`src/id_pkg.sv`:
```
// shared widths, encodings and types of the decode stage, imported by every design unit
`default_nettype none

package id_pkg;

  localparam int XLEN        = 64;
  localparam int INST_WD     = 32;
  localparam int GPR_ADDR_WD = 5;

  localparam logic [INST_WD-1:0] NOP_INST = 32'h0000_0013; // addi x0, x0, 0

  // major opcodes of the supported subset
  typedef enum logic [6:0] {
    OPC_LUI    = 7'b0110111,
    OPC_AUIPC  = 7'b0010111,
    OPC_JAL    = 7'b1101111,
    OPC_JALR   = 7'b1100111,
    OPC_BRANCH = 7'b1100011,
    OPC_LOAD   = 7'b0000011,
    OPC_STORE  = 7'b0100011,
    OPC_OP_IMM = 7'b0010011,
    OPC_OP     = 7'b0110011
  } opcode_e;

  typedef enum logic [4:0] {
    ALU_ADD, ALU_SUB, ALU_SLL, ALU_SLT, ALU_SLTU, ALU_XOR,
    ALU_SRL, ALU_SRA, ALU_OR, ALU_AND, ALU_PASS_B
  } alu_op_e;

  typedef enum logic [3:0] {
    BR_NONE, BR_BEQ, BR_BNE, BR_BLT, BR_BGE, BR_BLTU, BR_BGEU, BR_JAL, BR_JALR
  } br_op_e;

  // same values as funct3 of loads and stores
  typedef enum logic [2:0] {
    MEM_B  = 3'd0,
    MEM_H  = 3'd1,
    MEM_W  = 3'd2,
    MEM_D  = 3'd3,
    MEM_BU = 3'd4,
    MEM_HU = 3'd5,
    MEM_WU = 3'd6
  } mem_op_e;

  typedef enum logic {SRC1_RS1, SRC1_PC} src1_sel_e;

  typedef enum logic [1:0] {SRC2_RS2, SRC2_IMM, SRC2_FOUR} src2_sel_e;

  // one bypass source from a later stage
  typedef struct packed {
    logic [GPR_ADDR_WD-1:0] rd;
    logic [XLEN-1:0]        data;
  } fwd_t;

endpackage

`default_nettype wire

```
`src/id_gpr_file.sv`:
```
// general register file, two async read ports and the write-back port, x0 reads as zero
`timescale 1ns/1ns
`default_nettype none

module id_gpr_file import id_pkg::*; #(
  parameter int XLEN = id_pkg::XLEN
) (
  input  logic                   i_clk,
  input  logic                   i_rst_n,
  input  logic [GPR_ADDR_WD-1:0] i_raddr1,
  input  logic [GPR_ADDR_WD-1:0] i_raddr2,
  input  logic                   i_wen,
  input  logic [GPR_ADDR_WD-1:0] i_waddr,
  input  logic [XLEN-1:0]        i_wdata,
  output logic [XLEN-1:0]        o_rdata1,
  output logic [XLEN-1:0]        o_rdata2
);

  logic [XLEN-1:0] regs [1:31]; // x0 has no storage

  always_ff @(posedge i_clk or negedge i_rst_n) begin
    if (!i_rst_n) begin
      for (int i = 1; i < 32; i++) begin
        regs[i] <= '0;
      end
    end else if (i_wen && i_waddr != '0) begin
      regs[i_waddr] <= i_wdata;
    end
  end

  // no write-through, same cycle data comes from the bypass
  assign o_rdata1 = (i_raddr1 == '0) ? '0 : regs[i_raddr1];
  assign o_rdata2 = (i_raddr2 == '0) ? '0 : regs[i_raddr2];

endmodule

`default_nettype wire

```
`config.mk`:
```
export PLATFORM = sky130hd
export DESIGN_NAME = id_gpr_file
export DESIGN_NICKNAME = d
export VERILOG_FILES = /design/src/id_pkg.sv /design/src/id_gpr_file.sv
export SDC_FILE = /design/constraint.sdc
export NUM_CORES = 2
export LEC_CHECK = 0
export BUFFER_PORTS_ARGS = -buffer_cell sky130_fd_sc_hd__buf_4
export CORE_ASPECT_RATIO = 0.7
export CORE_UTILIZATION = 50
export CTS_CLUSTER_SIZE = 8
export DETAILED_ROUTE_END_ITERATION = 12
export HOLD_SLACK_MARGIN = 0.02
export PLACE_DENSITY = 0.77
export SYNTH_ARGS = -nofsm -noshare
export SYNTH_HDL_FRONTEND = slang
export SYNTH_SLANG_ARGS = --single-unit
export TNS_END_PERCENT = 50
```
`constraint.sdc`:
```
create_clock -name i_clk -period 3 [get_ports i_clk]
set_input_delay 0.6 -clock i_clk [delete_from_list [all_inputs] [get_ports i_clk]]
set_output_delay 0.6 -clock i_clk [all_outputs]
set_load 0.05 [all_outputs]
```
# Yosys cells after proc, flatten, opt, wreduce, memory -nomap -nowiden
# Cells that the tools add are included.
# word_totals
ff_bits	1984
elab_cells	54
output_inout_bits	128
# op_classes
muxes	11
bitwise_logic	3
n_reduce_logical	5
order_cmp	4
# op_table
operator	n
$bwmux 1984	1
$bmux 64 s5	2
$mux 64	7
$demux 64 s5	1
$ge 6x6->1 const B	3
$not 5->6	3
$logic_not 5->1	2
$lt 6x1->1 const B	1
$reduce_bool 5->1	1
$logic_and 1x1->1	2

# Depth between registers and ports, before layout
# depth
depth_word	6
depth_mapped	10
mapped_depth_nobuf	5

# Worst setup path before layout
# OpenSTA, ideal clock, no wires.
# synth_timing
path_kind	input port to output port
start	input port i_raddr2[1]
end	output port o_rdata2[34]
path_slack_ns	-0.563
t_arrival_ns	2.963
cell_stages	9
path_buffers	4
t_required_ns	2.400
cell_sequence	buf_2 -> buf_2 -> buf_2 -> buf_2 -> mux4_2 -> mux2i_1 -> nand2_1 -> o21ai_0 -> a211oi_1
# synth_via
elab_chain_len	5
# synth_lines
item	line	rtl
start: declaration	id_gpr_file.sv:11	input logic [GPR_ADDR_WD-1:0] i_raddr2,
$not 5->6 (implied by the code)	id_gpr_file.sv:33	assign o_rdata2 = (i_raddr2 == '0) ? '0 : regs[i_raddr2];
$bmux 64 s5	id_gpr_file.sv:33	
$mux 64 (implied by the code) (2 in a row)	id_gpr_file.sv:33	
$mux 64 *	id_gpr_file.sv:33	
end: declaration	id_gpr_file.sv:16	output logic [XLEN-1:0] o_rdata2
# Every way passes the cells marked *; elsewhere a longest branch is shown, timed or not. The select of a mux whose other input is x is not followed.

# Worst setup path in the final report
# layout_timing
start	register regs[798] (netlist bit)
end	output port o_rdata2[30]
# layout_via
elab_chain_len	4
# layout_lines
item	line	rtl
start: declaration	id_gpr_file.sv:19	logic [XLEN-1:0] regs [1:31];
start signal: indexed assignment	id_gpr_file.sv:27	regs[i_waddr] <= i_wdata;
$bmux 64 s5	id_gpr_file.sv:33	
$mux 64 (implied by the code) (2 in a row)	id_gpr_file.sv:33	
$mux 64	id_gpr_file.sv:33	
# Every way passes these cells. The select of a mux whose other input is x is not followed.

==> impl_metrics.tcl <==
set metrics [dict create \
    status "finished, violations left" \
    failed_checks "negative setup slack" \
    dieHeight_um 388.4 \
    swShare_pct 29.04 \
    slew_violations 0 \
    core_area_mm2 0.2115 \
    finClkSkew_ns 0 \
    combPwrFrac_pct 23.9 \
    cts_root_buf "clkbuf_16" \
    crit_chain "mux4_2 -> mux2_4 -> o211ai_1 -> o21ai_2 -> buf_6" \
    syn_inst 7449 \
    worst_slack_ns -0.3402 \
    hpwl_um 222500 \
    crit_slowest_cell "mux4_2" \
    syn_area_mm2 0.1067 \
    largest_register_ff_count 1984 \
    p_leak_uw 0.05746 \
    fin_util_pct 61.38 \
    routed_wl_um 372700 \
    synth_mux_area_share_pct 43.18 \
    regMostFlops "regs" \
    ys_warn_count 0 \
    avgViaCountPerCell 7.000 \
    synth_fa_ha_area_share_pct 0 \
    grt_overflow 0 \
    worst_setup_path_end_kind "output port" \
    io_pins 210 \
    cp_data_arrival_time_ns 2.74 \
    drtIter0Drc 9259 \
    cts_tree "built" \
    worstMarginPinSlew_ns 1.020 \
    relSlewSlack_pct 31.46 \
    numPortBuffers 209 \
    die_w_um 554.0 \
    rsz0062_at_grt "yes" \
    first_global_vias 79270 \
    critPathBufInv 1 \
    track_usage_pct 34.32 \
    htreeDepth 5 \
    max_freq_mhz 299.4 \
    clock_sinks 1984 \
    path_clk_slew_ns 0.05 \
    setup_viol 126 \
    internal_power_uw 61100 \
    ys_types 44 \
    power_uw 86100 \
    final_layout_size_suffix_gt1_share_pct 57.27 \
    postRouteAntennaNets 0 \
    clk_path_buf_depth 4 \
    clkPwrFrac_pct 33.8 \
    ir_worst_vdd_v 0.0004649 \
    grt_pass1_wl_um 545900 \
    yosys.area_share.simple_pct 2.691 \
    worstSetupPathType "reg2out" \
    min_period_over_period_pct 111.3 \
    p_sw_uw 25000 \
    cp_top_family "multiplexers" \
    syn-num-nets 7531 \
    finalCriticalPeriod_ns 3.340 \
    final_cell_mix "mux2_2 (2,146), dfrtp_1 (1,984), mux4_2 (748)" \
    maxCapViolations 0 \
    synth-compound-area-share_pct 4.212 \
    numCtsBuffers 289 \
    dp_slack_ns -0.4350 \
    vias 76470 \
    syn_avg_cell_area_um2 14.32 \
    drt-pass1-iter-count 8 \
    wl_per_cell_um 34.12 \
    critPathMaxStageDelay_ns 0.46 \
    area_growth_syn_to_layout_pct 21.72 \
    start_util_pct 50.43 \
    largest_registers "regs: 1984 flops" \
    hold_class "in2reg" \
    synth-seq-area-share_pct 46.55 \
    insertion_delay_ns 0.85 \
    place_congestion 0.8793 \
    p_per_area_mw_per_mm2 663.2 \
    antenna_found_initial 15 \
    drc 0 \
    die_area_mm2 0.2152 \
    pwr-share-seq_pct 42.3 \
    layout.nets 8190 \
    critPathMaxFanout 2 \
    ys_ff_latch 1984 \
    crit_path_start_kind "flop" \
    final_hold_viol_count 0 \
    final_common_cell "mux2_2" \
    synth_top_family_by_area "multiplexers" \
    crit_required_ns 2.40 \
    synth-xor-area-share_pct 0 \
    rows 141 \
    grt_max_degree 124 \
]
cells by family (layout without fill, tap and decap cells):
kind of cell	after synthesis	count (layout)
other	0	8
AOI/OAI and AO/OA	651	651
buffers and inverters	803	1482
DFF	1984	1984
and+or+nand+nor	620	620
muxes	3391	3391
metal layers:
metal  GRT usage (%)  vias to the layer above  routed length, um
li1                -                    29800                  -
met1           45.38                    40170             139700
met2           51.32                     5110             167300
met3           9.280                     1366              41630
met4           19.52                       16              24010
met5               0                        -                107
cells in the mapped netlist:
| master | n | area [um2] |
|---|---|---|
| o22a_1 | 4 | 35.03 |
| buf_1 | 49 | 183.9 |
| nor3_1 | 88 | 440.4 |
| mux2_4 | 6 | 90.09 |
| nor2_1 | 98 | 367.9 |
| a221oi_1 | 119 | 1042 |
| inv_1 | 1 | 3.750 |
| a2111oi_0 | 4 | 35.03 |
| nand2b_1 | 8 | 50.05 |
| or4_1 | 1 | 7.510 |
| o211ai_1 | 79 | 593.1 |
| a221oi_2 | 1 | 15.01 |
| mux2i_1 | 458 | 4584 |
| o21ai_0 | 105 | 525.5 |
| nand3_1 | 19 | 95.09 |
| a22oi_1 | 75 | 563.0 |
| mux4_2 | 748 | 16850 |
| mux2_2 | 2178 | 24530 |
| a211o_1 | 9 | 78.83 |
| nand2_2 | 1 | 6.260 |
| o32a_1 | 18 | 180.2 |
| mux2_1 | 1 | 11.26 |
| a311oi_1 | 8 | 70.07 |
| a31oi_1 | 68 | 425.4 |
| nand2_1 | 253 | 949.7 |
| a22o_1 | 2 | 17.52 |
| o31ai_4 | 1 | 21.27 |
| buf_4 | 41 | 307.8 |
| and2_1 | 4 | 25.02 |
| a21oi_1 | 121 | 605.6 |
| or3_1 | 16 | 100.1 |
| and3_1 | 2 | 12.51 |
| buf_2 | 251 | 1256 |
| dfrtp_1 | 1984 | 49650 |
| nand4_1 | 1 | 6.260 |
| buf_6 | 15 | 168.9 |
| nand4b_1 | 1 | 8.760 |
| o221ai_1 | 15 | 131.4 |
| o22ai_1 | 9 | 56.30 |
| nor2b_1 | 121 | 757.0 |
| nor2_2 | 7 | 43.79 |
| a21o_1 | 9 | 67.56 |
| a211oi_1 | 4 | 30.03 |
| clkbuf_1 | 446 | 1674 |
stage by stage:
step	cell area, um2	setup TNS [ns]	hold WS [ns]	cells
after detailed placement	117800	-32.87	0.5087	10390
after global routing	129800	-26.25	0.2550	10920
after floorplan	106900	-10.82	0.3044	7449
after global placement	117800	-31.25	0.4982	10390
final	129800	-20.40	0.2404	10920
after CTS	128700	-20.55	0.2096	10860
worst paths after layout:
path / from / to / slack, ns / cells after the start
max: regs[798] / o_rdata2[30] / -0.34 / 5
min: i_wdata[62] / regs[958] / 0.24 / 2
max reg2reg: regs[791] / regs[791] / 1.89 / 4
min reg2reg: regs[127] / regs[127] / 0.52 / 1
max in group asynchronous: i_rst_n / regs[656] / 1.43 / 4
min in group asynchronous: i_rst_n / regs[263] / 0.34 / 2
worst register-to-register path, cell delays in order (launching register included):
cell and delay (ns):
dfrtp_1 0.37, buf_4 0.14, buf_6 0.11, buf_4 0.12, mux2_2 0.26
power by group through the flow:
| stage | clock [uW] | sequential, uW | combinational, uW |
|---|---|---|---|
| 6_report | 29100 | 36400 | 20600 |
| 4_1_cts | 29300 | 36000 | 20100 |
| 5_1_grt | 30400 | 36800 | 21700 |
| 2_1_floorplan | 0 | 34800 | 13800 |
| 3_5_place_dp | 0 | 36400 | 18800 |
| 3_3_place_gp | 0 | 35800 | 18200 |
cell type report:
class / count / area (um2)
Clock buffer: 297 / 7432
Multi-Input combinational cell: 4662 / 54920
Sequential cell: 1984 / 49650
Clock inverter: 14 / 205.2
Timing Repair Buffer: 1170 / 14110
Fill cell: 14790 / 81700
Tap cell: 2788 / 3488
Antenna cell: 8 / 20.02
Inverter: 1 / 6.256
repair_timing:
action,CTS,global route
gates cloned,25,7
pin swaps,86,73
buffers inserted,141,53
endpoints found under the setup margin,128,128
hold buffers,1,0
gates resized for setup,326,136
hold endpoints to repair,36,0
Power figures use the tool's default switching activity.
