<file path="src/id_pkg.sv">
// shared widths, encodings and types of the decode stage, imported by every design unit
`default_nettype none

package id_pkg;

  localparam int XLEN        = 64;
  localparam int INST_WD     = 32;
  localparam int GPR_ADDR_WD = 5;

  localparam logic [INST_WD-1:0] NOP_INST = 32'h0000_0013; // addi x0, x0, 0

  // major opcodes of the supported subset
  typedef enum logic [6:0] {
    OPC_LUI    = 7'b0110111,
    OPC_AUIPC  = 7'b0010111,
    OPC_JAL    = 7'b1101111,
    OPC_JALR   = 7'b1100111,
    OPC_BRANCH = 7'b1100011,
    OPC_LOAD   = 7'b0000011,
    OPC_STORE  = 7'b0100011,
    OPC_OP_IMM = 7'b0010011,
    OPC_OP     = 7'b0110011
  } opcode_e;

  typedef enum logic [4:0] {
    ALU_ADD, ALU_SUB, ALU_SLL, ALU_SLT, ALU_SLTU, ALU_XOR,
    ALU_SRL, ALU_SRA, ALU_OR, ALU_AND, ALU_PASS_B
  } alu_op_e;

  typedef enum logic [3:0] {
    BR_NONE, BR_BEQ, BR_BNE, BR_BLT, BR_BGE, BR_BLTU, BR_BGEU, BR_JAL, BR_JALR
  } br_op_e;

  // same values as funct3 of loads and stores
  typedef enum logic [2:0] {
    MEM_B  = 3'd0,
    MEM_H  = 3'd1,
    MEM_W  = 3'd2,
    MEM_D  = 3'd3,
    MEM_BU = 3'd4,
    MEM_HU = 3'd5,
    MEM_WU = 3'd6
  } mem_op_e;

  typedef enum logic {SRC1_RS1, SRC1_PC} src1_sel_e;

  typedef enum logic [1:0] {SRC2_RS2, SRC2_IMM, SRC2_FOUR} src2_sel_e;

  // one bypass source from a later stage
  typedef struct packed {
    logic [GPR_ADDR_WD-1:0] rd;
    logic [XLEN-1:0]        data;
  } fwd_t;

endpackage

`default_nettype wire

</file>
<file path="src/decode_if.sv">
// decoded instruction fields, driven by the decoder and read by the operand, branch and stage logic
`timescale 1ns/1ns
`default_nettype none

interface decode_if import id_pkg::*; ();

  logic [GPR_ADDR_WD-1:0] rs1;
  logic [GPR_ADDR_WD-1:0] rs2;
  logic [GPR_ADDR_WD-1:0] rd;
  logic [XLEN-1:0]        imm;
  br_op_e                 br_op;
  alu_op_e                alu_op;
  src1_sel_e              src1_sel;
  src2_sel_e              src2_sel;
  logic                   gpr_wen;
  logic                   mem_ren;
  logic                   mem_wen;
  mem_op_e                mem_op;
  logic                   load_sel; // needs a stall when consumed next
  logic                   invalid;

  modport decoder (
    output rs1, rs2, rd, imm, br_op, alu_op, src1_sel, src2_sel,
           gpr_wen, mem_ren, mem_wen, mem_op, load_sel, invalid
  );

  modport operand (input rs1, rs2);

  modport branch (input br_op, imm);

  modport stage (
    input rd, imm, alu_op, src1_sel, src2_sel, gpr_wen, mem_ren, mem_wen,
          mem_op, load_sel, invalid
  );

endinterface

`default_nettype wire

</file>
<file path="src/id_branch_unit.sv">
// branch condition, target adder and fetch redirect, resolved only on issue
`timescale 1ns/1ns
`default_nettype none

module id_branch_unit import id_pkg::*; (
  decode_if.branch        br,
  input  logic            i_issue,
  input  logic [XLEN-1:0] i_rs1_data,
  input  logic [XLEN-1:0] i_rs2_data,
  input  logic [XLEN-1:0] i_ds_pc,
  input  logic [XLEN-1:0] i_fs_pc,
  output logic            o_br_sel,
  output logic            o_br_taken,
  output logic [XLEN-1:0] o_br_target
);

  logic eq;
  logic lt_s;
  logic lt_u;
  logic cond;

  assign eq   = (i_rs1_data == i_rs2_data);
  assign lt_s = ($signed(i_rs1_data) < $signed(i_rs2_data));
  assign lt_u = (i_rs1_data < i_rs2_data);

  always_comb begin
    case (br.br_op)
      BR_BEQ:          cond = eq;
      BR_BNE:          cond = !eq;
      BR_BLT:          cond = lt_s;
      BR_BGE:          cond = !lt_s;
      BR_BLTU:         cond = lt_u;
      BR_BGEU:         cond = !lt_u;
      BR_JAL, BR_JALR: cond = 1'b1;
      default:         cond = 1'b0;
    endcase
  end

  assign o_br_target = (br.br_op == BR_JALR) ? ((i_rs1_data + br.imm) & ~XLEN'(1))
                                             : (i_ds_pc + br.imm);
  assign o_br_sel    = i_issue && cond;
  // fetch already on the right path, nothing to flush
  assign o_br_taken  = o_br_sel && (o_br_target != i_fs_pc);

endmodule

`default_nettype wire

</file>
<file path="src/flat_wrapper.sv">
// flat-port wrapper written by rule: the top's interface ports become plain ports
module id_branch_unit_flat import id_pkg::*;
  (i_issue, i_rs1_data, i_rs2_data, i_ds_pc, i_fs_pc, o_br_sel, o_br_taken, o_br_target, br_br_op, br_imm);
  decode_if br_i ();
  input  logic i_issue;
  input  logic [XLEN-1:0] i_rs1_data;
  input  logic [XLEN-1:0] i_rs2_data;
  input  logic [XLEN-1:0] i_ds_pc;
  input  logic [XLEN-1:0] i_fs_pc;
  output logic o_br_sel;
  output logic o_br_taken;
  output logic [XLEN-1:0] o_br_target;
  input wire logic [$bits(br_i.br_op)-1:0] br_br_op;
  input wire logic [$bits(br_i.imm)-1:0] br_imm;
  assign br_i.br_op = br_br_op;
  assign br_i.imm = br_imm;
  id_branch_unit u_core (.br(br_i), .i_issue(i_issue), .i_rs1_data(i_rs1_data), .i_rs2_data(i_rs2_data), .i_ds_pc(i_ds_pc), .i_fs_pc(i_fs_pc), .o_br_sel(o_br_sel), .o_br_taken(o_br_taken), .o_br_target(o_br_target));
endmodule
</file>
<file path="config.mk">
export PLATFORM = sky130hd
export DESIGN_NAME = id_branch_unit_flat
export DESIGN_NICKNAME = d
export VERILOG_FILES = /design/src/id_pkg.sv /design/src/decode_if.sv /design/src/id_branch_unit.sv /design/src/flat_wrapper.sv
export SDC_FILE = /design/constraint.sdc
export NUM_CORES = 1
export LEC_CHECK = 0
export ABC_AREA = 1
export BUFFER_PORTS_ARGS = -buffer_cell sky130_fd_sc_hd__buf_2
export CAP_MARGIN = 20
export CORE_MARGIN = 2
export CORE_UTILIZATION = 60
export DETAILED_ROUTE_END_ITERATION = 7
export PLACE_DENSITY = 0.88
export SKIP_LAST_GASP = 1
export SYNTH_ARGS = -nofsm -noshare
export SYNTH_HDL_FRONTEND = slang
export SYNTH_SLANG_ARGS = --single-unit
</file>
<file path="constraint.sdc">
create_clock -name vclk -period 5.7
set_clock_uncertainty 0.15 [all_clocks]
set_input_delay 0 -clock vclk [all_inputs]
set_output_delay 0 -clock vclk [all_outputs]
set_load 0.1 [all_outputs]
</file>
Yosys cells after proc, flatten, opt, wreduce, memory -nomap -nowiden
Cells that the tools add are included.
{ "word_totals": {"ff_bits": 0} }
{ "classes": {"n_addsub": 2, "magnitude_cmp": 2, "eq_ne": 10, "muxes": 2, "reduce_logical": 6} }
{ "op_table": {"columns": ["cell", "n"], "rows": [
  ["$add 64x64->64", 2],
  ["$lt 64x64->1", 2],
  ["$eq 64x64->1", 1],
  ["$mux 64", 1],
  ["$ne 64x64->1", 1],
  ["$eq 4x3->1 const B", 4],
  ["$eq 4x2->1 const B", 2],
  ["$pmux 1 s7", 1],
  ["$eq 4x1->1 const B", 1],
  ["$eq 4x4->1 const B", 1],
  ["$logic_not 1->1", 3],
  ["$logic_and 1x1->1", 2],
  ["$reduce_or 2->1", 1]
]} }

Depth between registers and ports, before layout
{ "depth": {"ltp_word": 5, "depth_mapped": 25} }

Least setup slack after synthesis
Ideal clock, no wire load.
{ "synth_path": {"kind": "input -> output", "startpoint": "in br_imm[0]", "endpoint": "out o_br_taken", "t_arrival_ns": 5.049, "required_ns": 5.550, "setup_slack_ns": 0.501, "path_stages": 19, "n_path_buf": 0, "path_cell_list": "ha_1 inv_1 fa_1 inv_1 nand3_1 nand2_2 nor2_1 o21ai_0 xor2_1 nor2_1 nand2_1 nor2_1 nand2_1 nor2_1 nand3_1 nor2_1 nand3_1 nor2_1 nor2_1"} }
{ "synth_via": {"elab_chain_cells": 4} }
{ "synth_lines": {"columns": ["item", "line", "text"], "rows": [
  ["from (decl)", "flat_wrapper.sv:14", "input wire logic [$bits(br_i.imm)-1:0] br_imm;"],
  ["$add 64x64->64 (on tied branches)", "id_branch_unit.sv:40, id_branch_unit.sv:39", null],
  ["$mux 64 (*)", "id_branch_unit.sv:39", "assign o_br_target = (br.br_op == BR_JALR) ? ((i_rs1_data + br.imm) & ~XLEN'(1))"],
  ["net o_br_target[4]", "flat_wrapper.sv:12", "output logic [XLEN-1:0] o_br_target;"],
  ["$ne 64x64->1 (*)", "id_branch_unit.sv:43", "assign o_br_taken = o_br_sel && (o_br_target != i_fs_pc);"],
  ["$logic_and 1x1->1 (*)", "id_branch_unit.sv:43", null],
  ["to (decl)", "flat_wrapper.sv:11", "output logic o_br_taken;"]
]} }
Mark *: on every way through the listed nets, which the timed path passes. The rest lies on a longest branch.

Worst setup path after layout
{ "layout_path": {"startpoint": "in br_imm[7]", "endpoint": "out o_br_taken"} }
{ "layout_via": {"elab_chain_cells": 4} }
{ "layout_lines": {"columns": ["item", "line"], "rows": [
  ["$add 64x64->64 (on tied branches)", "id_branch_unit.sv:40, id_branch_unit.sv:39"],
  ["$mux 64 (*)", "id_branch_unit.sv:39"],
  ["$ne 64x64->1 (*)", "id_branch_unit.sv:43"],
  ["$logic_and 1x1->1 (*)", "id_branch_unit.sv:43"]
]} }
Mark *: on every way between the ends. The rest lies on a longest branch, timed or not.

==> out/results.ini <==
[global_route]
grt_pass1_wl_microns = 104000
gr-usage-all-layers = 0.479
grt_max_degree = 42
grt_pass1_vias = 19778
grt_overflow = 0
antenna_found_initial = 8

[placed_design]
dp_hpwl_microns = 62800
gp_congestion = 1.16
port_buffers = 391
place_inst = 4071
dpl_cell_area_sq_mm = 0.0180

[die]
num_rows = 59
initial_core_util = 0.607
die_x_microns = 166
die_h_microns = 166
io_pins = 391
die-area_sq_mm = 0.0274
coreArea_sq_mm = 0.0258

[clocking]
cts-resized-gates = 0
postCtsSetupRepairBufs = 0
hold_buffers = 0

[cells_and_area]
layout.nets = 4254
layout_commonest_cell = nand2_1
mostFrequentLayoutCells = nand2_1 (1371), inv_1 (808), buf_2 (391), nand3_1 (316), nor2_1 (246)
syn_to_final_growth_pct = 15.0
fin_area_sq_mm = 0.0180
seqCellArea_sq_um = 0
drive_above_1_share = 0.128
fin_cells = 4077
numSequentialCells = 0
clkbuf_count = 0

[worst_setup_path]
slowest_stage = ha_1
cp.required_ns = 5.55
critical_path_class = input pin to output port
path_cells = buf_2, ha_1, nand2_1, nor2_1, nand3_1, nand3_1, nand2_1, nand2_1, nand3_1, nand2_1, nand2_1, nand3_1, nand2_1, nand2_1, nand2_1, nor2_1, nand2_1, nor2_1, nand3_1, nor2_1, nor2_1, buf_2
worst_path_most_repeated_cell = nand2_1
worst-path-buf-inv = 2
startpoint_type = input pin
cp_data_arrival_time_ns = 3.51
cp-end-kind = output port
crit_fanout = 5
critPathTopFamily = simple AND/OR/NAND/NOR gates
max_stage_delay_ns = 0.38

[routing]
drc = 10
vias = 22377
drt-initial-drc-count = 2864
first_pass_iters = 8
wl_per_cell_microns = 17.1
wirelength_microns = 69800
viasPerCell = 5.49
postRouteAntennaNets = 0

[synthesis]
syn_nets = 3871
yosysTopAreaCell = nand2_1
synth.area.top_cells = nand2_1 (33%), inv_1 (19%), ha_1 (15%)
synth_top_area_share = 0.328
synth_cell_types = 41
syn_area_per_cell_sq_um = 4.67
yosysWarnings = 0
yosysSeqAreaShare = 0
netlist_area_sq_mm = 0.0157
synth_cells = 3355

[pwr]
ir_drop_uv = 259
p_leak_uw = 0.0124
p_per_area_mw_per_mm2 = 142
power_uw = 2570

[sta]
max_clock_freq_mhz = 273
relSlewSlack = 0.502
finalCriticalPeriod_ns = 3.66
finalSetupViolations = 0
finalSetupTns_ns = 0
slew_violations = 0
tightest_slew_ns = 0.740
rsz0062_at_grt = no
final-hold-violation-count = 0
period_share = 0.643

[min_path]
hold_depth = 4
hold_class = input pin to output port
min_to = o_br_sel
holdCritStartpoint = i_issue

[run]
cap_violations = 0

[run_status]
violations = DRC
status = complete, but fails checks

Yosys cell counts (2+ instances only):
| cell type | count |
|---|---|
| a211oi_1 | 2 |
| a21o_1 | 2 |
| a21oi_1 | 135 |
| and2_1 | 7 |
| and3_1 | 2 |
| buf_1 | 3 |
| buf_2 | 9 |
| buf_4 | 2 |
| clkinv_1 | 2 |
| fa_1 | 2 |
| ha_1 | 189 |
| inv_1 | 809 |
| inv_2 | 4 |
| nand2_1 | 1371 |
| nand2_2 | 27 |
| nand3_1 | 316 |
| nand3_2 | 12 |
| nand3b_1 | 37 |
| nand4_1 | 42 |
| nor2_1 | 246 |
| nor2_2 | 15 |
| nor2_4 | 3 |
| nor3_1 | 20 |
| nor3_2 | 8 |
| nor4_1 | 5 |
| o211ai_1 | 3 |
| o21a_1 | 3 |
| o21ai_0 | 34 |
| o21bai_1 | 12 |
| o221ai_1 | 2 |
| or2_1 | 3 |
| or2_2 | 11 |
| xnor2_1 | 5 |
| xor2_1 | 5 |
worst max path at each step:
stage,start,cells after the start,endpoint,slack (ns)
floorplan,br_imm[0],19,o_br_taken,0.50
global placement,br_imm[1],24,o_br_taken,2.27
detailed placement,br_br_op[2],19,o_br_taken,2.26
CTS,br_br_op[2],19,o_br_taken,2.25
global route,br_imm[1],24,o_br_taken,1.80
finish,br_imm[7],22,o_br_taken,2.04
power by group:
group | internal (uW) | switching (uW)
combinational | 657 | 1910
sequential | 0 | 0
clock | 0.000131 | 0
per-layer routing:
| metal | global-route usage | share of wire | up-vias | wire length (microns) |
|---|---|---|---|---|
| met4 | 0.218 | 0.056 | 4 | 3940 |
| li1 | - | - | 10980 | - |
| met5 | 0 | 0.00037 | - | 26 |
| met2 | 0.734 | 0.41 | 1398 | 28600 |
| met3 | 0.119 | 0.16 | 267 | 10900 |
| met1 | 0.632 | 0.38 | 9728 | 26300 |
layout make-up:
cell class	count	area, sq um
antenna	6	15.0
multi-input combinational	2526	12600
tap	335	419
inverter	815	3060
fill	2713	7800
timing repair buffer	395	1990
metrics by stage:
step	util	hold WS, ns	worst slack (ns)
global placement	0.698	0.407	2.27
floorplan	-	0.292	0.501
global route	0.698	0.457	1.80
CTS	0.698	0.403	2.25
finish	0.698	0.397	2.04
detailed placement	0.698	0.402	2.26
cells by family (layout without fill, tap and decap cells):
logic type | after synthesis | count (layout) | share of synthesized area
adder cells (fa/ha/maj) | 191 | 191 | 0.153
AO/OA/AOI/OAI | 197 | 197 | 0.0676
other | 0 | 6 | 0
AND/OR/NAND/NOR | 2128 | 2128 | 0.574
XOR/XNOR | 10 | 10 | 0.00559
buffers and inverters | 829 | 1210 | 0.200
worst min-delay path: stages:
cell	delay (ns)
buf_2	0.09
o21ai_0	0.12
inv_1	0.05
buf_2	0.29
No activity file was read; power rests on OpenSTA's default activity.
