===== config.mk =====
export PLATFORM = sky130hd
export DESIGN_NAME = id_operand_bypass_flat
export DESIGN_NICKNAME = d
export VERILOG_FILES = /design/src/id_pkg.sv /design/src/decode_if.sv /design/src/id_operand_bypass.sv /design/src/flat_wrapper.sv
export SDC_FILE = /design/constraint.sdc
export NUM_CORES = 1
export LEC_CHECK = 0
export BUFFER_PORTS_ARGS = -buffer_cell sky130_fd_sc_hd__buf_2
export CAP_MARGIN = 20
export CORE_AREA = 2 2 183 185
export DETAILED_ROUTE_END_ITERATION = 10
export DIE_AREA = 0 0 185 187
export GPL_TIMING_DRIVEN = 0
export PLACE_DENSITY = 0.5
export REMOVE_ABC_BUFFERS = 1
export SLEW_MARGIN = 10
export SYNTH_ARGS = -nofsm -noshare
export SYNTH_HDL_FRONTEND = slang
export SYNTH_SLANG_ARGS = --single-unit

===== constraint.sdc =====
create_clock -name vclk -period 1.66
set_input_delay 0.166 -clock vclk [all_inputs]
set_output_delay 0.166 -clock vclk [all_outputs]
set_load 0.01 [all_outputs]

===== src/id_pkg.sv =====
// shared widths, encodings and types of the decode stage, imported by every design unit
`default_nettype none

package id_pkg;

  localparam int XLEN        = 64;
  localparam int INST_WD     = 32;
  localparam int GPR_ADDR_WD = 5;

  localparam logic [INST_WD-1:0] NOP_INST = 32'h0000_0013; // addi x0, x0, 0

  // major opcodes of the supported subset
  typedef enum logic [6:0] {
    OPC_LUI    = 7'b0110111,
    OPC_AUIPC  = 7'b0010111,
    OPC_JAL    = 7'b1101111,
    OPC_JALR   = 7'b1100111,
    OPC_BRANCH = 7'b1100011,
    OPC_LOAD   = 7'b0000011,
    OPC_STORE  = 7'b0100011,
    OPC_OP_IMM = 7'b0010011,
    OPC_OP     = 7'b0110011
  } opcode_e;

  typedef enum logic [4:0] {
    ALU_ADD, ALU_SUB, ALU_SLL, ALU_SLT, ALU_SLTU, ALU_XOR,
    ALU_SRL, ALU_SRA, ALU_OR, ALU_AND, ALU_PASS_B
  } alu_op_e;

  typedef enum logic [3:0] {
    BR_NONE, BR_BEQ, BR_BNE, BR_BLT, BR_BGE, BR_BLTU, BR_BGEU, BR_JAL, BR_JALR
  } br_op_e;

  // same values as funct3 of loads and stores
  typedef enum logic [2:0] {
    MEM_B  = 3'd0,
    MEM_H  = 3'd1,
    MEM_W  = 3'd2,
    MEM_D  = 3'd3,
    MEM_BU = 3'd4,
    MEM_HU = 3'd5,
    MEM_WU = 3'd6
  } mem_op_e;

  typedef enum logic {SRC1_RS1, SRC1_PC} src1_sel_e;

  typedef enum logic [1:0] {SRC2_RS2, SRC2_IMM, SRC2_FOUR} src2_sel_e;

  // one bypass source from a later stage
  typedef struct packed {
    logic [GPR_ADDR_WD-1:0] rd;
    logic [XLEN-1:0]        data;
  } fwd_t;

endpackage

`default_nettype wire


===== src/decode_if.sv =====
// decoded instruction fields, driven by the decoder and read by the operand, branch and stage logic
`timescale 1ns/1ns
`default_nettype none

interface decode_if import id_pkg::*; ();

  logic [GPR_ADDR_WD-1:0] rs1;
  logic [GPR_ADDR_WD-1:0] rs2;
  logic [GPR_ADDR_WD-1:0] rd;
  logic [XLEN-1:0]        imm;
  br_op_e                 br_op;
  alu_op_e                alu_op;
  src1_sel_e              src1_sel;
  src2_sel_e              src2_sel;
  logic                   gpr_wen;
  logic                   mem_ren;
  logic                   mem_wen;
  mem_op_e                mem_op;
  logic                   load_sel; // needs a stall when consumed next
  logic                   invalid;

  modport decoder (
    output rs1, rs2, rd, imm, br_op, alu_op, src1_sel, src2_sel,
           gpr_wen, mem_ren, mem_wen, mem_op, load_sel, invalid
  );

  modport operand (input rs1, rs2);

  modport branch (input br_op, imm);

  modport stage (
    input rd, imm, alu_op, src1_sel, src2_sel, gpr_wen, mem_ren, mem_wen,
          mem_op, load_sel, invalid
  );

endinterface

`default_nettype wire


===== src/id_operand_bypass.sv =====
// operand forwarding from ex, mem and wb with load-use hazard detection
`timescale 1ns/1ns
`default_nettype none

module id_operand_bypass import id_pkg::*; (
  decode_if.operand       op,
  input  logic [XLEN-1:0] i_rf_rdata1,
  input  logic [XLEN-1:0] i_rf_rdata2,
  input  fwd_t            i_es_fwd,
  input  fwd_t            i_ms_fwd,
  input  fwd_t            i_ws_fwd,
  input  logic            i_es_load_sel,
  output logic [XLEN-1:0] o_rs1_data,
  output logic [XLEN-1:0] o_rs2_data,
  output logic            o_load_stall
);

  // youngest producer wins; rs of x0 never matches, so neither does rd 0
  function automatic logic [XLEN-1:0] pick(input logic [GPR_ADDR_WD-1:0] rs,
                                           input logic [XLEN-1:0] rf_data,
                                           input fwd_t es, input fwd_t ms, input fwd_t ws);
    if (rs == '0) return rf_data;
    if (rs == es.rd) return es.data;
    if (rs == ms.rd) return ms.data;
    if (rs == ws.rd) return ws.data;
    return rf_data;
  endfunction

  assign o_rs1_data = pick(op.rs1, i_rf_rdata1, i_es_fwd, i_ms_fwd, i_ws_fwd);
  assign o_rs2_data = pick(op.rs2, i_rf_rdata2, i_es_fwd, i_ms_fwd, i_ws_fwd);

  // load data not ready until the load reaches mem
  assign o_load_stall = i_es_load_sel && (i_es_fwd.rd != '0) &&
                        ((i_es_fwd.rd == op.rs1) || (i_es_fwd.rd == op.rs2));

endmodule

`default_nettype wire


===== src/flat_wrapper.sv =====
// flat-port wrapper written by rule: the top's interface ports become plain ports
module id_operand_bypass_flat import id_pkg::*;
  (i_rf_rdata1, i_rf_rdata2, i_es_fwd, i_ms_fwd, i_ws_fwd, i_es_load_sel, o_rs1_data, o_rs2_data, o_load_stall, op_rs1, op_rs2);
  decode_if op_i ();
  input  logic [XLEN-1:0] i_rf_rdata1;
  input  logic [XLEN-1:0] i_rf_rdata2;
  input  fwd_t i_es_fwd;
  input  fwd_t i_ms_fwd;
  input  fwd_t i_ws_fwd;
  input  logic i_es_load_sel;
  output logic [XLEN-1:0] o_rs1_data;
  output logic [XLEN-1:0] o_rs2_data;
  output logic o_load_stall;
  input wire logic [$bits(op_i.rs1)-1:0] op_rs1;
  input wire logic [$bits(op_i.rs2)-1:0] op_rs2;
  assign op_i.rs1 = op_rs1;
  assign op_i.rs2 = op_rs2;
  id_operand_bypass u_core (.op(op_i), .i_rf_rdata1(i_rf_rdata1), .i_rf_rdata2(i_rf_rdata2), .i_es_fwd(i_es_fwd), .i_ms_fwd(i_ms_fwd), .i_ws_fwd(i_ws_fwd), .i_es_load_sel(i_es_load_sel), .o_rs1_data(o_rs1_data), .o_rs2_data(o_rs2_data), .o_load_stall(o_load_stall));
endmodule

# Word-level counts from Yosys, hierarchy flattened
# Index checks and enable logic that the tools add are counted.
[word_totals]
ramBits = 0
inputBits = 346
latch_bits = 0
register_bits = 0
word_cells = 50
mem_bits_ro = 0
memories = 0
output_inout_bits = 129
[op_classes]
bitwise_logic = 0
addsub = 0
div_mod_pow = 0
n_eq_ne = 8
multipliers = 0
muxes = 36
n_reduce_logical = 6
shifts = 0
order_cmp = 0
[ops]
columns = ["cell", "n"]
rows = [
  ["$mux W64", 16],
  ["$eq A5 B5 Y1", 8],
  ["$mux W1", 20],
  ["$logic_not A5 Y1", 2],
  ["$reduce_bool A5 Y1", 1],
  ["$logic_and A1 B1 Y1", 2],
  ["$logic_or A1 B1 Y1", 1],
]

# Longest topological paths before layout
# Gate-level depths: netlist of the first run.
[logic_depth]
word_depth = 12
depth_mapped = 8
depth_no_buf = 5

# Worst setup path after synthesis of the first run
# No wires, ideal clock.
[synth_timing]
kind = "input to output"
startpoint = "input port i_es_fwd[64] in the netlist's numbering"
endpoint = "output port o_rs2_data[52]"
stages = 8
required_ns = 1.494
arrival_ns = 1.547
n_path_buf = 3
path_slack_ns = -0.053
path_cell_list = "xor2_1 -> nor3_2 -> nand3_2 -> buf_6 -> and2_4 -> buf_6 -> buf_2 -> a221o_1"
[synth_via]
elab_chain_cells = 8
word_cells_on_any_way = 10
classes_between = "eq/ne (1); mux (9)"
[synth_lines]
columns = ["element", "line_no", "text"]
rows = [
  ["from (decl)", "flat_wrapper.sv:7", "input fwd_t i_es_fwd;"],
  ["$eq A5 B5 Y1 (*)", "id_operand_bypass.sv:23", "if (rs == es.rd) return es.data;"],
  ["$mux W64", "id_operand_bypass.sv:23", ""],
  ["$mux W64", "id_operand_bypass.sv:24", "if (rs == ms.rd) return ms.data;"],
  ["$mux W64", "id_operand_bypass.sv:25", "if (rs == ws.rd) return ws.data;"],
  ["$mux W64", "id_operand_bypass.sv:26", "return rf_data;"],
  ["$mux W64", "id_operand_bypass.sv:25", ""],
  ["$mux W64 (*)", "id_operand_bypass.sv:24", ""],
  ["$mux W64 (*)", "id_operand_bypass.sv:23", ""],
  ["to (decl)", "flat_wrapper.sv:12", "output logic [XLEN-1:0] o_rs2_data;"],
]
# Every way passes the cells marked *; elsewhere a longest branch is shown, timed or not. The select of a mux whose other input is x is not followed.

# Final worst setup path of the first run
[layout_timing]
startpoint = "input port i_ws_fwd[64] in the netlist's numbering"
endpoint = "output port o_rs1_data[10]"
[layout_via]
elab_chain_cells = 9
word_cells_on_any_way = 10
classes_between = "eq/ne (1); mux (9)"
[layout_lines]
columns = ["element", "line_no", "text"]
rows = [
  ["from (decl)", "flat_wrapper.sv:9", "input fwd_t i_ws_fwd;"],
  ["$eq A5 B5 Y1 (*)", "id_operand_bypass.sv:25", ""],
  ["$mux W1 (2 in a row)", "id_operand_bypass.sv:25", ""],
  ["$mux W1", "id_operand_bypass.sv:24", ""],
  ["$mux W1", "id_operand_bypass.sv:23", ""],
  ["$mux W64 (*)", "id_operand_bypass.sv:26", ""],
  ["$mux W64 (*)", "id_operand_bypass.sv:25", ""],
  ["$mux W64 (*)", "id_operand_bypass.sv:24", ""],
  ["$mux W64 (*)", "id_operand_bypass.sv:23", ""],
  ["to (decl)", "flat_wrapper.sv:11", "output logic [XLEN-1:0] o_rs1_data;"],
]
# Marked as above.

==> summary.md, run 1 <==
| Metric | Value |
|---|---|
| Status | finished with violations |
| Violated checks | negative setup slack |
| Layout cells sized above 1 | between 50% and 60% |
| Largest net degree at the start of global routing | 42 |
| Mapped Avg Cell Area | 7.045 µm² |
| Grt total ovfl | 0 |
| Overall Global Routing Usage | 23.65% |
| Die Y-Extent | around 190 µm |
| Switching Share | slightly above 50% |
| # rows | 67 |
| Synthesis Warnings | 0 |
| Power Dens Cells | 299.5 nW/µm² |
| Slew Viols, Final | 0 |
| Setup_tns | -54.44 ns |
| Worst path required time | between 1 and 1.5 ns |
| # fillers | roughly 3,500 |
| Seq_cells | 0 |
| Worst setup EP type | primary output |
| Vias per cell | a little over 5 |
| Fin nets | 1,630 |
| FF+latch area | 0 µm² |
| Commonest non-fill, non-tap cell in the layout | buf_2 |
| Power Internal | 1515 µW |
| Die X | 185 µm |
| First-pass GRT wire length | 59,990 µm |
| WL per Instance | 26.17 µm |
| Maximum VDD drop | 128.2 µV |
| Vias | 8,900 |
| First-pass DRT Iterations | 6 |
| Initial antenna violation count | 7 |
| PortBufs | 475 |
| Minimum clock period | 2.150 ns |
| Startpoint Class | input pin |
| Post-CTS Hold Fix Bufs | 0 |
| CP cell instances | buf_6 > xor2_2 > nor3_2 > nand3_4 > buf_4 > clkbuf_16 > mux2_4 > a221o_1 > buf_2 |
| Fin util | between 30% and 40% |
| Core area | between 30,000 and 40,000 µm² |
| Total Die Area | approximately 35,000 µm² |
| RSZ-0062 raised after global routing | true |
| Multi-input logic area | 5772 µm² |
| Fin. Hold Viols | 0 |
| DRC | 0 |
| Rel. slew slack | about 64% |
| DP HPWL | 24,210 µm |
| Post-DRT Antenna Nets | 0 |
| Layout area overhead | 85.74% |
| Sequential Power Share | 0% |
| Netlist cell types | 28 |
| Hold Path Class | input pin to primary output |
| Final Worst Setup Slack | -0.4895 ns |
| Largest family of logic cells by synthesized area | compound AO/OA/AOI/OAI gates |
| IO Pins | between 400 and 500 |
| Highest clock rate | approximately 470 MHz |
| Compound-Gate Fraction of Synth Area | a little over a third |
| Power share of the combinational group | 100.0% |
| Arr. time, crit path | ~2.0 ns |
| Post-synthesis simple-gate area fraction | 21.21% |
| Worst-path fanout max | 13 |
| Initial drt markers | 589 |
| Mapped Area | about 5500 µm² |
| Period utilization | 129.5% |
| Multiplexer share of the synthesized area | slightly above 30% |
| Clock Power Share | 0% |
| Gp weighted congestion | 0.8131 |
| Synthesized instance count | 782 |
| Synth Area in Adders | 0% |
| Net switching power figure | 1550 µW |
| Clkbuf count | 0 |
| Register area share after synthesis | 0% |
| Yosys top cell by area | a221o_1 |
| Initial core utilization | 16.76% |
| Vias in the first global route | 8,872 |
| Least-Margin Pin Slew | 0.5354 ns |
| Post-synth top area share | 23.08% |
| Slowest stage cell on the critical path | a221o_1 |
| Critical Path Max Stage Delay | 0.31 ns |
| Top post-synthesis cells by area | a221o_1 (23%), nand2_1 (18%), mux2_4 (16%), mux2_1 (13%), o21ai_0 (12%) |
| Xor/xnor cell area share of the yosys netlist | between 4 and 5% |
| Max Cap Viol | 0 |
| Most frequent cells in the layout | buf_2 (450), nand2_1 (255), a221o_1 (127), o21ai_0 (126), mux2_4 (77) |
| Leakage | between 0.005 and 0.006 µW |
| Crit Path Class | input pin to primary output |
| Final setup fails | 129 |
| Final wirelength | around 45,000 µm |
==> synthesized netlist by cell type (all sizes together) <==
master / n
nand2: 258
or2: 1
nor2: 2
xnor2: 15
mux2i: 1
and3: 2
o2bb2a: 1
o21ai: 128
clkbuf: 27
xor2: 15
buf: 55
or4: 1
o211ai: 1
nand3: 8
and2: 3
nor3: 8
nor3b: 1
a21oi: 1
mux2: 127
a221o: 127
==> metal layers <==
layer,vias up,wire length [µm],GRT usage (%)
met5,-,12,0
met3,85,3774,5.218
met4,2,1284,6.013
met1,4282,18680,29.50
li1,3988,-,-
met2,543,21670,40.85
==> critical path, delay by kind of cell <==
kind / cells / cell delay [ns]
buffers and inverters: 4 / 0.65
and+or+nand+nor: 2 / 0.36
AOI/OAI and AO/OA: 1 / 0.31
muxes: 1 / 0.30
xor gates and xnor gates: 1 / 0.18
==> final timing paths <==
| path | startpoint | endpoint | slack, ns | depth (start not counted) |
|---|---|---|---|---|
| setup / recovery | i_ws_fwd[64] | o_rs1_data[10] | -0.49 | 9 |
| hold / removal | i_ms_fwd[37] | o_rs1_data[37] | 0.66 | 3 |
==> power groups by stage <==
stage	Combinational [µW]	Clock [µW]	Sequential (µW)
floorplan	1180	0	0
global placement	2320	0	0
detailed placement	2350	0	0
CTS	2930	0	0
global route	3220	0.0000633	0
finish	3060	0.000330	0
==> cells by family after synthesis <==
group           after synthesis
mux                         128
xor+xnor                     30
buf+inv                      82
compound gates              258
simple gates                284
==> area by class of cell <==
| cell class | count | share of cell area [%] |
|---|---|---|
| Timing Repair Buffer | 559 | 37.97 |
| Tap cell | 448 | 5.478 |
| Antenna cell | 6 | 0.1467 |
| Multi-Input combinational cell | 723 | 56.41 |
==> metrics by stage <==
stage                     instances  power, µW  worst slack, ns  hold slack [ns]  cell area, µm²
final                          1736       3065          -0.4895           0.6620           10230
after global routing           1733       3223          -0.5300           0.6733           10220
after CTS                      1715       2928          -0.4573           0.6615            9838
after detailed placement       1638       2353           -1.212           0.6585            8257
after global placement         1623       2318           -9.196           0.6588            7969
after floorplan                 700       1180           -3.689           0.4455            5031
==> what timing repair did <==
item	4_1_cts	5_1_grt
hold endpoints to repair	0	0
cloned	30	7
resized for setup	143	47
pin swaps	68	31
setup endpoints to repair	129	129
setup buffers	47	10
No activity file was read; power rests on OpenSTA's default activity.
==> inputs of run 2 (changes only) <==
SETUP_SLACK_MARGIN = 0.3   (was default)
==> summary.md, run 2 (synthesis results as in run 1) <==
| Metric | Value |
|---|---|
| Status | finished with violations (unchanged) |
| Violated checks | negative setup slack (unchanged) |
| Startpoint Class | input pin (unchanged) |
| Arr. time, crit path | 1.99 ns (was 1.98 ns) |
| Total Die Area | 34,600 µm² (unchanged) |
| Max Cap Viol | 0 (unchanged) |
| Fin. Hold Viols | 0 (unchanged) |
| Initial drt markers | 628 (was 589) |
| Layout cells sized above 1 | 55.41% (was 55.30%) |
| FF+latch area | 0 µm² (unchanged) |
| First-pass DRT Iterations | 5 (was 6) |
| IO Pins | 475 (unchanged) |
| Vias in the first global route | 8,871 (was 8,872) |
| Power Dens Cells | 299.3 nW/µm² (was 299.5 nW/µm²) |
| Seq_cells | 0 (unchanged) |
| Leakage | 0.005185 µW (was 0.005154 µW) |
| Minimum clock period | 2.155 ns (was 2.150 ns) |
| Vias per cell | 5.120 (was 5.127) |
| Gp weighted congestion | 0.8131 (unchanged) |
| Critical Path Max Stage Delay | 0.34 ns (was 0.31 ns) |
| HP Start | i_es_load_sel (was i_ms_fwd[37]) |
| Largest net degree at the start of global routing | 42 (unchanged) |
| Layout area overhead | 86.85% (was 85.74%) |
| Final wirelength | 45,640 µm (was 45,430 µm) |
| Fin nets | 1,633 (was 1,630) |
| Worst setup EP type | primary output (unchanged) |
| Core area | 32,860 µm² (unchanged) |
| Die Y-Extent | 187 µm (unchanged) |
| Hold Path Class | input pin to primary output (unchanged) |
| Initial core utilization | 16.76% (unchanged) |
| Die X | 185 µm (unchanged) |
| CP cell instances | buf_6 > xor2_2 > nor3_2 > nand3_4 > buf_4 > buf_12 > mux2_4 > a221o_1 > buf_2 (was buf_6 > xor2_2 > nor3_2 > nand3_4 > buf_4 > clkbuf_16 > mux2_4 > a221o_1 > buf_2) |
| DRC | 0 (unchanged) |
| Pre-CTS setup slack | -1.212 ns (unchanged) |
| Commonest non-fill, non-tap cell in the layout | buf_2 (unchanged) |
| DP HPWL | 24,210 µm (unchanged) |
| Highest clock rate | 464.1 MHz (was 465.2 MHz) |
| Fin util | 31.32% (was 31.14%) |
| Worst-path fanout max | 13 (unchanged) |
| Vias | 8,894 (was 8,900) |
| Final setup fails | 129 (unchanged) |
| Maximum VDD drop | 126.8 µV (was 128.2 µV) |
| Crit Path Class | input pin to primary output (unchanged) |
| Post-DRT Antenna Nets | 0 (unchanged) |
| Setup_tns | -55.36 ns (was -54.44 ns) |
| Rel. slew slack | 64.20% (was 64.30%) |
| RSZ-0062 raised after global routing | true (unchanged) |
| PortBufs | 475 (unchanged) |
| Clkbuf count | 0 (unchanged) |
| # rows | 67 (unchanged) |
| Slowest stage cell on the critical path | a221o_1 (unchanged) |
| Worst path required time | 1.49 ns (about the same) |
| Most frequent cells in the layout | buf_2 (448), nand2_1 (255), a221o_1 (127), o21ai_0 (126), mux2_4 (77) (was buf_2 (450), nand2_1 (255), a221o_1 (127), o21ai_0 (126), mux2_4 (77)) |
| First-pass GRT wire length | 60,010 µm (was 59,990 µm) |
| Final Worst Setup Slack | -0.4946 ns (was -0.4895 ns) |
| WL per Instance | 26.27 µm (was 26.17 µm) |
| Slew Viols, Final | 0 (unchanged) |
| Period utilization | 129.8% (was 129.5%) |
| Worst Setup SP | i_ws_fwd[64] (unchanged) |
| Grt total ovfl | 0 (unchanged) |
| Initial antenna violation count | 6 (was 7) |
| Overall Global Routing Usage | 23.65% (about the same) |
| Post-CTS Hold Fix Bufs | 0 (unchanged) |
| Least-Margin Pin Slew | 0.5370 ns (was 0.5354 ns) |
==> run 2: final timing paths <==
check / end / slack [ns] / cells past startpoint
max: o_rs1_data[34] / -0.49 / 9
min: o_load_stall / 0.66 / 4
==> run 2: critical path, delay by kind of cell <==
family          cells  cell delay (ns)
xor+xnor            1             0.18
buf+inv             4             0.60
compound gates      1             0.34
simple gates        2             0.37
mux                 1             0.30
==> run 2: area by class of cell <==
cell class                 instances  area, µm²
fill                            3531      22570
tap                              448      560.5
antenna                            4      10.01
multi-input combinational        723       5772
timing repair buffer             562       3951
==> run 2: timing repair <==
item | 4_1_cts | 5_1_grt
endpoints found under the hold margin | 0 | 0
resized for setup | 143 | 53
pin swaps | 68 | 37
endpoints found under the setup margin | 129 | 129
cloned | 30 | 7
setup buffers | 47 | 11
==> run 2: through the flow <==
step | power (µW) | hold slack [ns] | area (µm²) | std cells
final | 3081 | 0.6617 | 10290 | 1737
after global placement | 2318 | 0.6588 | 7969 | 1623
after CTS | 2928 | 0.6615 | 9838 | 1715
after global routing | 3244 | 0.6733 | 10290 | 1735
after detailed placement | 2353 | 0.6585 | 8257 | 1638
after floorplan | 1180 | 0.4455 | 5031 | 700
==> run 2: routing by layer <==
metal | up-vias | wire length, µm | track usage, %
met3 | 70 | 3766 | 5.218
met4 | 2 | 1088 | 6.013
met2 | 516 | 21900 | 40.84
met1 | 4312 | 18870 | 29.54
met5 | - | 13 | 0
li1 | 3994 | - | -
==> run 2: power breakdown <==
group | internal (µW) | switching [µW] | leakage, µW
sequential | 0 | 0 | 0
clock | 0.000184 | 0 | 0.0000000279
combinational | 1530 | 1550 | 0.00518
